### src/exec_pkg.sv
// lane count, warp count, opcode encodings and shared datapath typedefs for the execute stage
`default_nettype none

package exec_pkg;

    // machine shape
    localparam int XLEN       = 32;
    localparam int THREAD_CNT = 4;
    localparam int NUM_WARPS  = 4;
    localparam int NW_BITS    = $clog2(NUM_WARPS);
    localparam int REG_BITS   = 5;
    localparam int OP_BITS    = 4;

    // one lane value
    typedef logic [XLEN-1:0] word_t;

    // all lanes packed side by side with lane 0 in the low word
    typedef logic [THREAD_CNT*XLEN-1:0] lanes_t;

    // one active bit per lane
    typedef logic [THREAD_CNT-1:0] tmask_t;

    typedef logic [NW_BITS-1:0] wid_t;
    typedef logic [REG_BITS-1:0] reg_t;
    typedef logic [OP_BITS-1:0] op_t;

    // integer ALU operations, evaluated in every lane
    localparam op_t OP_ADD    = 4'd0;
    localparam op_t OP_SUB    = 4'd1;
    localparam op_t OP_AND    = 4'd2;
    localparam op_t OP_OR     = 4'd3;
    localparam op_t OP_XOR    = 4'd4;

    // signed compare whose result is 0 or 1
    localparam op_t OP_SLT    = 4'd5;

    // shift amount is the low five bits of rs2
    localparam op_t OP_SLL    = 4'd6;
    localparam op_t OP_SRL    = 4'd7;

    // conditional branches resolve on lane 0 only
    localparam op_t OP_BEQ    = 4'd8;
    localparam op_t OP_BNE    = 4'd9;
    localparam op_t OP_BLT    = 4'd10;

    // jal writes pc+4 into every lane and always redirects
    localparam op_t OP_JAL    = 4'd11;

    // warp control and the simulation stop request
    localparam op_t OP_TMC    = 4'd12;
    localparam op_t OP_EBREAK = 4'd13;

    // values above this one are not decoded
    localparam op_t OP_LAST   = OP_EBREAK;

endpackage

`default_nettype wire

### src/operand_stage.sv
// first pipeline register with dispatch field capture and opcode class decode
`default_nettype none

module operand_stage (
    input  logic             clk,
    input  logic             rst,
    input  logic             dispatch_valid,
    input  exec_pkg::wid_t   dispatch_wid,
    input  exec_pkg::tmask_t dispatch_tmask,
    input  exec_pkg::word_t  dispatch_pc,
    input  exec_pkg::op_t    dispatch_op,
    input  exec_pkg::lanes_t dispatch_rs1,
    input  exec_pkg::lanes_t dispatch_rs2,
    input  exec_pkg::word_t  dispatch_imm,
    input  exec_pkg::reg_t   dispatch_rd,
    output logic             s1_valid,
    output exec_pkg::wid_t   s1_wid,
    output exec_pkg::tmask_t s1_tmask,
    output exec_pkg::word_t  s1_pc,
    output exec_pkg::op_t    s1_op,
    output exec_pkg::lanes_t s1_rs1,
    output exec_pkg::lanes_t s1_rs2,
    output exec_pkg::word_t  s1_imm,
    output exec_pkg::reg_t   s1_rd,
    output logic             s1_is_br,
    output logic             s1_is_ctl
);
    import exec_pkg::*;

    logic is_br;
    logic is_ctl;

    // jal is grouped with the branches since it also redirects the warp
    assign is_br  = (dispatch_op == OP_BEQ) || (dispatch_op == OP_BNE)
                 || (dispatch_op == OP_BLT) || (dispatch_op == OP_JAL);
    assign is_ctl = (dispatch_op == OP_TMC) || (dispatch_op == OP_EBREAK);

    always_ff @(posedge clk) begin
        if (rst) begin
            s1_valid <= 1'b0;
        end else begin
            s1_valid <= dispatch_valid;
        end
    end

    always_ff @(posedge clk) begin
        s1_wid    <= dispatch_wid;
        s1_tmask  <= dispatch_tmask;
        s1_pc     <= dispatch_pc;
        s1_op     <= dispatch_op;
        s1_rs1    <= dispatch_rs1;
        s1_rs2    <= dispatch_rs2;
        s1_imm    <= dispatch_imm;
        s1_rd     <= dispatch_rd;
        s1_is_br  <= is_br;
        s1_is_ctl <= is_ctl;
    end

    // the issue side must never hand over an opcode that no stage decodes
    a_legal_op: assert property (@(posedge clk) disable iff (rst)
        dispatch_valid |-> (dispatch_op <= OP_LAST))
        else $error("illegal opcode %0d dispatched", dispatch_op);

endmodule

`default_nettype wire

### src/alu_stage.sv
// second pipeline stage with per-lane integer results, lane 0 branch compare and target
`default_nettype none

module alu_stage (
    input  logic             clk,
    input  logic             rst,
    input  logic             s1_valid,
    input  exec_pkg::wid_t   s1_wid,
    input  exec_pkg::tmask_t s1_tmask,
    input  exec_pkg::word_t  s1_pc,
    input  exec_pkg::op_t    s1_op,
    input  exec_pkg::lanes_t s1_rs1,
    input  exec_pkg::lanes_t s1_rs2,
    input  exec_pkg::word_t  s1_imm,
    input  exec_pkg::reg_t   s1_rd,
    input  logic             s1_is_br,
    input  logic             s1_is_ctl,
    output logic             s2_valid,
    output exec_pkg::wid_t   s2_wid,
    output exec_pkg::tmask_t s2_tmask,
    output exec_pkg::word_t  s2_pc,
    output exec_pkg::op_t    s2_op,
    output exec_pkg::reg_t   s2_rd,
    output exec_pkg::lanes_t s2_result,
    output logic             s2_cmp,
    output exec_pkg::word_t  s2_target,
    output exec_pkg::tmask_t s2_tmc_mask,
    output logic             s2_is_br,
    output logic             s2_is_ctl
);
    import exec_pkg::*;

    lanes_t lane_result;
    word_t  rs1_l0;
    word_t  rs2_l0;
    logic   cmp;

    for (genvar i = 0; i < THREAD_CNT; i++) begin : g_lane
        word_t a;
        word_t b;
        word_t r;

        assign a = s1_rs1[i*XLEN +: XLEN];
        assign b = s1_rs2[i*XLEN +: XLEN];

        always_comb begin
            case (s1_op)
                OP_ADD:  r = a + b;
                OP_SUB:  r = a - b;
                OP_AND:  r = a & b;
                OP_OR:   r = a | b;
                OP_XOR:  r = a ^ b;
                OP_SLT:  r = {{(XLEN-1){1'b0}}, ($signed(a) < $signed(b))};
                OP_SLL:  r = a << b[4:0];
                OP_SRL:  r = a >> b[4:0];
                // the link address is the same value for every lane
                OP_JAL:  r = s1_pc + word_t'(4);
                default: r = '0;
            endcase
        end

        assign lane_result[i*XLEN +: XLEN] = r;
    end

    // branch decisions only ever look at lane 0
    assign rs1_l0 = s1_rs1[XLEN-1:0];
    assign rs2_l0 = s1_rs2[XLEN-1:0];

    always_comb begin
        case (s1_op)
            OP_BEQ:  cmp = (rs1_l0 == rs2_l0);
            OP_BNE:  cmp = (rs1_l0 != rs2_l0);
            OP_BLT:  cmp = ($signed(rs1_l0) < $signed(rs2_l0));
            default: cmp = 1'b0;
        endcase
    end

    always_ff @(posedge clk) begin
        if (rst) begin
            s2_valid <= 1'b0;
        end else begin
            s2_valid <= s1_valid;
        end
    end

    always_ff @(posedge clk) begin
        s2_wid      <= s1_wid;
        s2_tmask    <= s1_tmask;
        s2_pc       <= s1_pc;
        s2_op       <= s1_op;
        s2_rd       <= s1_rd;
        s2_result   <= lane_result;
        s2_cmp      <= cmp;
        s2_target   <= s1_pc + s1_imm;
        s2_tmc_mask <= rs1_l0[THREAD_CNT-1:0];
        s2_is_br    <= s1_is_br;
        s2_is_ctl   <= s1_is_ctl;
    end

endmodule

`default_nettype wire

### src/branch_resolve.sv
// third stage branch, tmc, flush and ebreak resolution with registered pulses
`default_nettype none

module branch_resolve (
    input  logic             clk,
    input  logic             rst,
    input  logic             s2_valid,
    input  exec_pkg::wid_t   s2_wid,
    input  exec_pkg::op_t    s2_op,
    input  logic             s2_cmp,
    input  exec_pkg::word_t  s2_target,
    input  exec_pkg::tmask_t s2_tmc_mask,
    input  logic             s2_is_br,
    input  logic             s2_is_ctl,
    output logic             branch_valid,
    output exec_pkg::wid_t   branch_wid,
    output logic             branch_taken,
    output exec_pkg::word_t  branch_target,
    output logic             tmc_valid,
    output exec_pkg::wid_t   tmc_wid,
    output exec_pkg::tmask_t tmc_mask,
    output logic             flush,
    output logic             sim_ebreak
);
    import exec_pkg::*;

    logic br_fire;
    logic taken;
    logic tmc_fire;
    logic tmc_zero;
    logic ebreak_fire;

    assign br_fire  = s2_valid && s2_is_br;
    // jal carries no compare and always redirects
    assign taken    = (s2_op == OP_JAL) || s2_cmp;

    assign tmc_fire = s2_valid && s2_is_ctl && (s2_op == OP_TMC);
    assign tmc_zero = (s2_tmc_mask == '0);

    // only warp 0 may stop the simulation
    assign ebreak_fire = s2_valid && s2_is_ctl && (s2_op == OP_EBREAK)
                      && (s2_wid == '0);

    always_ff @(posedge clk) begin
        if (rst) begin
            branch_valid <= 1'b0;
            tmc_valid    <= 1'b0;
            flush        <= 1'b0;
            sim_ebreak   <= 1'b0;
        end else begin
            branch_valid <= br_fire;
            tmc_valid    <= tmc_fire;
            // a warp that masks off all of its threads drops out just as a redirect does
            flush        <= (br_fire && taken) || (tmc_fire && tmc_zero);
            sim_ebreak   <= ebreak_fire;
        end
    end

    always_ff @(posedge clk) begin
        branch_wid    <= s2_wid;
        branch_taken  <= taken;
        branch_target <= s2_target;
        tmc_wid       <= s2_wid;
        tmc_mask      <= s2_tmc_mask;
    end

    // operand_stage decodes the two classes apart, so one instruction raises only one of them
    a_br_tmc_excl: assert property (@(posedge clk) disable iff (rst)
        !(branch_valid && tmc_valid))
        else $error("branch_valid and tmc_valid raised together");

endmodule

`default_nettype wire

### src/commit_stage.sv
// third stage writeback register with commit pulse generation
`default_nettype none

module commit_stage (
    input  logic             clk,
    input  logic             rst,
    input  logic             s2_valid,
    input  exec_pkg::wid_t   s2_wid,
    input  exec_pkg::tmask_t s2_tmask,
    input  exec_pkg::reg_t   s2_rd,
    input  exec_pkg::lanes_t s2_result,
    input  logic             s2_is_br,
    input  exec_pkg::op_t    s2_op,
    output logic             commit_valid,
    output exec_pkg::wid_t   commit_wid,
    output exec_pkg::tmask_t commit_tmask,
    output exec_pkg::reg_t   commit_rd,
    output logic             commit_wb,
    output exec_pkg::lanes_t commit_data
);
    import exec_pkg::*;

    logic wb;

    // among the branch class only jal leaves a link value, and tmc and ebreak write nothing
    assign wb = s2_is_br ? (s2_op == OP_JAL) : (s2_op <= OP_SRL);

    always_ff @(posedge clk) begin
        if (rst) begin
            commit_valid <= 1'b0;
        end else begin
            commit_valid <= s2_valid;
        end
    end

    always_ff @(posedge clk) begin
        commit_wid   <= s2_wid;
        commit_tmask <= s2_tmask;
        commit_rd    <= s2_rd;
        commit_wb    <= wb;
        commit_data  <= s2_result;
    end

    // a warp with no active thread is never issued with a register write
    a_wb_mask: assert property (@(posedge clk) disable iff (rst)
        (commit_valid && commit_wb) |-> (commit_tmask != '0))
        else $error("writeback committed with an empty thread mask");

endmodule

`default_nettype wire

### src/execute_top.sv
// top level that chains the operand, alu, branch resolve and commit stages
`default_nettype none

module execute_top (
    input  logic             clk,
    input  logic             rst,
    input  logic             dispatch_valid,
    input  exec_pkg::wid_t   dispatch_wid,
    input  exec_pkg::tmask_t dispatch_tmask,
    input  exec_pkg::word_t  dispatch_pc,
    input  exec_pkg::op_t    dispatch_op,
    input  exec_pkg::lanes_t dispatch_rs1,
    input  exec_pkg::lanes_t dispatch_rs2,
    input  exec_pkg::word_t  dispatch_imm,
    input  exec_pkg::reg_t   dispatch_rd,
    output logic             commit_valid,
    output exec_pkg::wid_t   commit_wid,
    output exec_pkg::tmask_t commit_tmask,
    output exec_pkg::reg_t   commit_rd,
    output logic             commit_wb,
    output exec_pkg::lanes_t commit_data,
    output logic             branch_valid,
    output exec_pkg::wid_t   branch_wid,
    output logic             branch_taken,
    output exec_pkg::word_t  branch_target,
    output logic             tmc_valid,
    output exec_pkg::wid_t   tmc_wid,
    output exec_pkg::tmask_t tmc_mask,
    output logic             flush,
    output logic             sim_ebreak
);
    import exec_pkg::*;

    // stage 1 fields
    logic   s1_valid;
    wid_t   s1_wid;
    tmask_t s1_tmask;
    word_t  s1_pc;
    op_t    s1_op;
    lanes_t s1_rs1;
    lanes_t s1_rs2;
    word_t  s1_imm;
    reg_t   s1_rd;
    logic   s1_is_br;
    logic   s1_is_ctl;

    // stage 2 fields shared by branch resolve and commit
    logic   s2_valid;
    wid_t   s2_wid;
    tmask_t s2_tmask;
    op_t    s2_op;
    reg_t   s2_rd;
    lanes_t s2_result;
    logic   s2_cmp;
    word_t  s2_target;
    tmask_t s2_tmc_mask;
    logic   s2_is_br;
    logic   s2_is_ctl;

    operand_stage u_operand_stage (
        .clk            (clk),
        .rst            (rst),
        .dispatch_valid (dispatch_valid),
        .dispatch_wid   (dispatch_wid),
        .dispatch_tmask (dispatch_tmask),
        .dispatch_pc    (dispatch_pc),
        .dispatch_op    (dispatch_op),
        .dispatch_rs1   (dispatch_rs1),
        .dispatch_rs2   (dispatch_rs2),
        .dispatch_imm   (dispatch_imm),
        .dispatch_rd    (dispatch_rd),
        .s1_valid       (s1_valid),
        .s1_wid         (s1_wid),
        .s1_tmask       (s1_tmask),
        .s1_pc          (s1_pc),
        .s1_op          (s1_op),
        .s1_rs1         (s1_rs1),
        .s1_rs2         (s1_rs2),
        .s1_imm         (s1_imm),
        .s1_rd          (s1_rd),
        .s1_is_br       (s1_is_br),
        .s1_is_ctl      (s1_is_ctl)
    );

    alu_stage u_alu_stage (
        .clk         (clk),
        .rst         (rst),
        .s1_valid    (s1_valid),
        .s1_wid      (s1_wid),
        .s1_tmask    (s1_tmask),
        .s1_pc       (s1_pc),
        .s1_op       (s1_op),
        .s1_rs1      (s1_rs1),
        .s1_rs2      (s1_rs2),
        .s1_imm      (s1_imm),
        .s1_rd       (s1_rd),
        .s1_is_br    (s1_is_br),
        .s1_is_ctl   (s1_is_ctl),
        .s2_valid    (s2_valid),
        .s2_wid      (s2_wid),
        .s2_tmask    (s2_tmask),
        .s2_pc       (),
        .s2_op       (s2_op),
        .s2_rd       (s2_rd),
        .s2_result   (s2_result),
        .s2_cmp      (s2_cmp),
        .s2_target   (s2_target),
        .s2_tmc_mask (s2_tmc_mask),
        .s2_is_br    (s2_is_br),
        .s2_is_ctl   (s2_is_ctl)
    );

    branch_resolve u_branch_resolve (
        .clk           (clk),
        .rst           (rst),
        .s2_valid      (s2_valid),
        .s2_wid        (s2_wid),
        .s2_op         (s2_op),
        .s2_cmp        (s2_cmp),
        .s2_target     (s2_target),
        .s2_tmc_mask   (s2_tmc_mask),
        .s2_is_br      (s2_is_br),
        .s2_is_ctl     (s2_is_ctl),
        .branch_valid  (branch_valid),
        .branch_wid    (branch_wid),
        .branch_taken  (branch_taken),
        .branch_target (branch_target),
        .tmc_valid     (tmc_valid),
        .tmc_wid       (tmc_wid),
        .tmc_mask      (tmc_mask),
        .flush         (flush),
        .sim_ebreak    (sim_ebreak)
    );

    commit_stage u_commit_stage (
        .clk          (clk),
        .rst          (rst),
        .s2_valid     (s2_valid),
        .s2_wid       (s2_wid),
        .s2_tmask     (s2_tmask),
        .s2_rd        (s2_rd),
        .s2_result    (s2_result),
        .s2_is_br     (s2_is_br),
        .s2_op        (s2_op),
        .commit_valid (commit_valid),
        .commit_wid   (commit_wid),
        .commit_tmask (commit_tmask),
        .commit_rd    (commit_rd),
        .commit_wb    (commit_wb),
        .commit_data  (commit_data)
    );

endmodule

`default_nettype wire

### config.mk
export PLATFORM = sky130hd
export DESIGN_NAME = execute_top
export DESIGN_NICKNAME = d
export VERILOG_FILES = /design/src/exec_pkg.sv /design/src/operand_stage.sv /design/src/alu_stage.sv /design/src/branch_resolve.sv /design/src/commit_stage.sv /design/src/execute_top.sv
export SDC_FILE = /design/constraint.sdc
export NUM_CORES = 2
export LEC_CHECK = 0
export BUFFER_PORTS_ARGS = -buffer_cell sky130_fd_sc_hd__buf_2
export CORE_MARGIN = 8
export CORE_UTILIZATION = 60
export DETAILED_ROUTE_END_ITERATION = 6
export PLACE_DENSITY = 0.81
export SLEW_MARGIN = 20
export SYNTH_ARGS = -nofsm -noshare
export SYNTH_HDL_FRONTEND = slang
export SYNTH_SLANG_ARGS = --single-unit
### constraint.sdc
create_clock -name clk -period 8.7 [get_ports clk]
set_clock_uncertainty 0.05 [all_clocks]
set_input_delay 1.305 -clock clk [delete_from_list [all_inputs] [get_ports clk]]
set_output_delay 1.305 -clock clk [all_outputs]
set_load 0.05 [all_outputs]
==> summary.md <==
| Metric | Value |
|---|---|
| Cts bufs inserted | 74 |
| Nets | 6845 |
| Post-Synthesis Cell Area | 0.0473 mm² |
| Mapped Cells | 5768 |
| Num rows | 103 |
| DRC | 1 |
| Worst-path clk slew | 0.07 ns |
| Clock tree buffer depth | 3 |
| Top-count cell post-synth | dfxtp_1 |
| Clock root buffer | clkbuf_16 |
| Worst Reg-to-Reg Cells | 13 |
| Die height | 297 µm |
| Max layer used | met5 |
| Power Dens Cells | 190 mW/mm² |
| Dominant cells by area after synthesis | dfxtp_1 (30%), ha_1 (11%), nor2_1 (5.0%), a21oi_1 (4.9%), o21ai_0 (4.9%) |
| Drt pass-1 iters | 7 |
| DR vias | 50600 |
| First DRT Iteration DRCs | 8091 |
| Drt wl/cell | 29.9 µm |
| Pre-CTS WS | 4.15 ns |
| ANT nets after route | 0 |
| CP startpoint kind | flip-flop |
| Met2 wire len | 90.1 mm |
| Top cell type by total area after synthesis | dfxtp_1 |
| Peak Freq | 202 MHz |
| Post-synth EDFFs | 0 |
| CTS H-Tree Depth | 3 |
| Vias in the first global route | 47900 |
| Worst r2r src | u_operand_stage.s1_rs2[34]$_DFF_P_ |
| Final Cycle Share | 0.570 |
| Worst Path Class, Setup | reg -> reg |
| Total Routing Usage GR | 0.457 |
| Hold Path Class | reg -> reg |
| Max IR drop VDD | 0.263 mV |
| Initial antenna violation count | 26 |
| # Post-CTS Setup Buffers | 0 |
| RSZ-0062 raised after global routing | no |
| Worst-Margin Slew | 1.41 ns |
| Sequential area share after synthesis | 0.298 |
| Synth Net Count | 6535 |
| IO Pins | 524 |
| GR Overflow Total | 0 |
| Failing checks | design-rule violations |
| Largest net degree at the start of global routing | 80 |
| #FFs+latches synth | 703 |
| Asr flop ratio synth | 0 |
| Routed met3 length | 33.1 mm |
| Total chip power | 10.1 mW |
| Synthesis-to-layout area growth | 12.2% |
| Synth Area per Inst | 8.20 µm² |
| Setup tns final | 0 ns |
| YS warnings | 0 |
| Final Hold Fails | 0 |
| CTS tree | yes |
| Most used DFF post-synth | dfxtp_1 |
| Top-area cell type share of the netlist area | 0.298 |
| Post-cts repair resize count | 0 |
| Max Fanout on Critical Path | 47 |
| M1 wire length | 76.2 mm |
| Latest clock arrival within the worst-skew pair | 0.68 ns |
| Final Util | 0.676 |
| Commonest cells in the netlist | dfxtp_1 (703), nor2_1 (625), a21oi_1 (460) |
| Initial core utilization | 0.603 |
| Worst EP required | 9.18 ns |
| Vias per cell | 7.02 |
| Share of cells above drive strength 1 | 0.153 |
| Arrival time worst endpoint | 5.44 ns |
| PortBufs | 523 |
| Leakage | 23.7 nW |
| Outcome | finished, violations left |
| Final GP Congestion | 1.09 |
| Max Slew Vio Count | 0 |
| Setup violators final | 0 |
| Final wirelength | 216 mm |
| # clock sinks | 703 |
| Placed wire-length estimate | 158 mm |
| Global-route wire length before repair | 313 mm |
| Post-synth cell types | 108 |
| CTS Hold Bufs | 0 |
| Setup crit start | u_operand_stage.s1_rs2[34]$_DFF_P_ |
| Setup WS post-layout | 3.74 ns |
| Core area | 0.0785 mm² |
| Die Wd | 297 µm |
| Worst setup endpoint | u_alu_stage.s2_result[60]$_DFF_P_ |
| RR Endpoint | u_alu_stage.s2_result[60]$_DFF_P_ |
| Maximum capacitance violations | 0 |
| Die area | 0.0881 mm² |
| Fin crit period | 4.96 ns |
| Relative slew slack | 0.0561 |
| Crit. End Element | flip-flop |
| Flop-to-flop setup slack | 3.74 ns |
## registers in the layout, indices dropped and copies added, names as in the netlist, 32 cells and up
signal	cells
u_operand_stage.s1_rs2	128
u_operand_stage.s1_imm	32
u_alu_stage.s2_result	128
u_operand_stage.s1_pc	32
u_commit_stage.commit_data	128
u_alu_stage.s2_target	32
u_operand_stage.s1_rs1	128
u_branch_resolve.branch_target	32
## worst min-delay path by stage
stage	start	to	slack [ns]	cells past startpoint
CTS	u_alu_stage.s2_result[63]$_DFF_P_	u_commit_stage.commit_data[63]$_DFF_P_	0.27	0
finish	u_alu_stage.s2_result[44]$_DFF_P_	u_commit_stage.commit_data[44]$_DFF_P_	0.27	0
global route	u_alu_stage.s2_result[44]$_DFF_P_	u_commit_stage.commit_data[44]$_DFF_P_	0.28	0
floorplan	u_operand_stage.s1_is_br$_DFF_P_	u_alu_stage.s2_is_br$_DFF_P_	0.26	0
global placement	u_alu_stage.s2_tmask[0]$_DFF_P_	u_commit_stage.commit_tmask[0]$_DFF_P_	0.26	0
detailed placement	u_alu_stage.s2_result[108]$_DFF_P_	u_commit_stage.commit_data[108]$_DFF_P_	0.26	0
## cells in the final DEF, fill, tap and decap left out, types with 21 or more instances in the layout
master / n
dfxtp_1: 689
nor2_1: 614
buf_2: 523
a21oi_1: 460
o21ai_0: 459
ha_1: 420
nand2_1: 394
inv_1: 385
mux2i_1: 228
xnor2_1: 124
nor3_1: 117
a211oi_1: 106
o211ai_1: 88
mux4_2: 88
nand3_1: 84
clkbuf_16: 78
buf_4: 76
a21o_1: 66
a221oi_1: 64
o221ai_1: 60
o22ai_1: 58
a22oi_1: 54
or3_1: 50
nand2b_1: 48
o21bai_1: 48
a31oi_1: 46
nor4_1: 45
o31ai_1: 44
nor2b_1: 43
diode_2: 37
xor2_1: 35
a2111oi_0: 33
a211o_1: 31
nand4_1: 29
o2111ai_1: 27
and3_1: 22
o21a_1: 21
## area by class of cell
| class | count | area [µm²] |
|---|---|---|
| multi-input cells | 4299 | 30300 |
| well taps | 1050 | 1310 |
| flip-flops and latches | 703 | 14100 |
| diodes | 37 | 92.6 |
| clock inverters | 36 | 478 |
| repair buffers | 601 | 3230 |
| fillers | 6245 | 25400 |
| inverters | 399 | 1500 |
| clock buffers | 93 | 2080 |
## stage by stage
step	instance area (µm²)	instances	hold WS, ns
final	53100	7218	0.272
after CTS	53000	7181	0.273
after detailed placement	50400	7052	0.262
after global placement	50400	7052	0.260
after global routing	53000	7192	0.280
after floorplan	47300	5768	0.260
## report_power, final
group | leakage (nW) | internal, mW | total, mW | switching (mW)
Sequential | 5.89 | 3.53 | 3.80 | 0.268
Combinational | 16.5 | 0.904 | 2.85 | 1.95
Clock | 1.26 | 1.93 | 3.41 | 1.48
## worst max-delay path, cell delays in order (launching register included)
cell and delay, ns:
dfxtp_1 0.30, buf_4 0.28, inv_2 0.09, buf_4 0.55, ha_1 0.44, a21o_1 0.21
a21oi_1 0.27, o21ai_0 0.23, o21ai_0 0.56, o211ai_1 0.28, a21boi_0 0.75, o31ai_1 0.22
a2111oi_0 0.43, o211ai_1 0.14
## metal layers
metal | GRT usage | vias up
met5 | 0 | -
met4 | 0.286 | 14
met3 | 0.176 | 1145
met2 | 0.675 | 4628
met1 | 0.555 | 23400
li1 | - | 21500
## logic make-up (layout without fill, tap and decap cells)
group,Yosys count,in the layout,share of synthesized area
DFF,703,703,0.298
muxes,334,334,0.0944
buffers and inverters,766,1129,0.0641
xor gates and xnor gates,159,159,0.0294
AOI/OAI and AO/OA,1833,1833,0.252
other,0,37,0
adders and majority gates,429,429,0.115
and+or+nand+nor,1544,1544,0.147
Power figures use the tool's default switching activity.
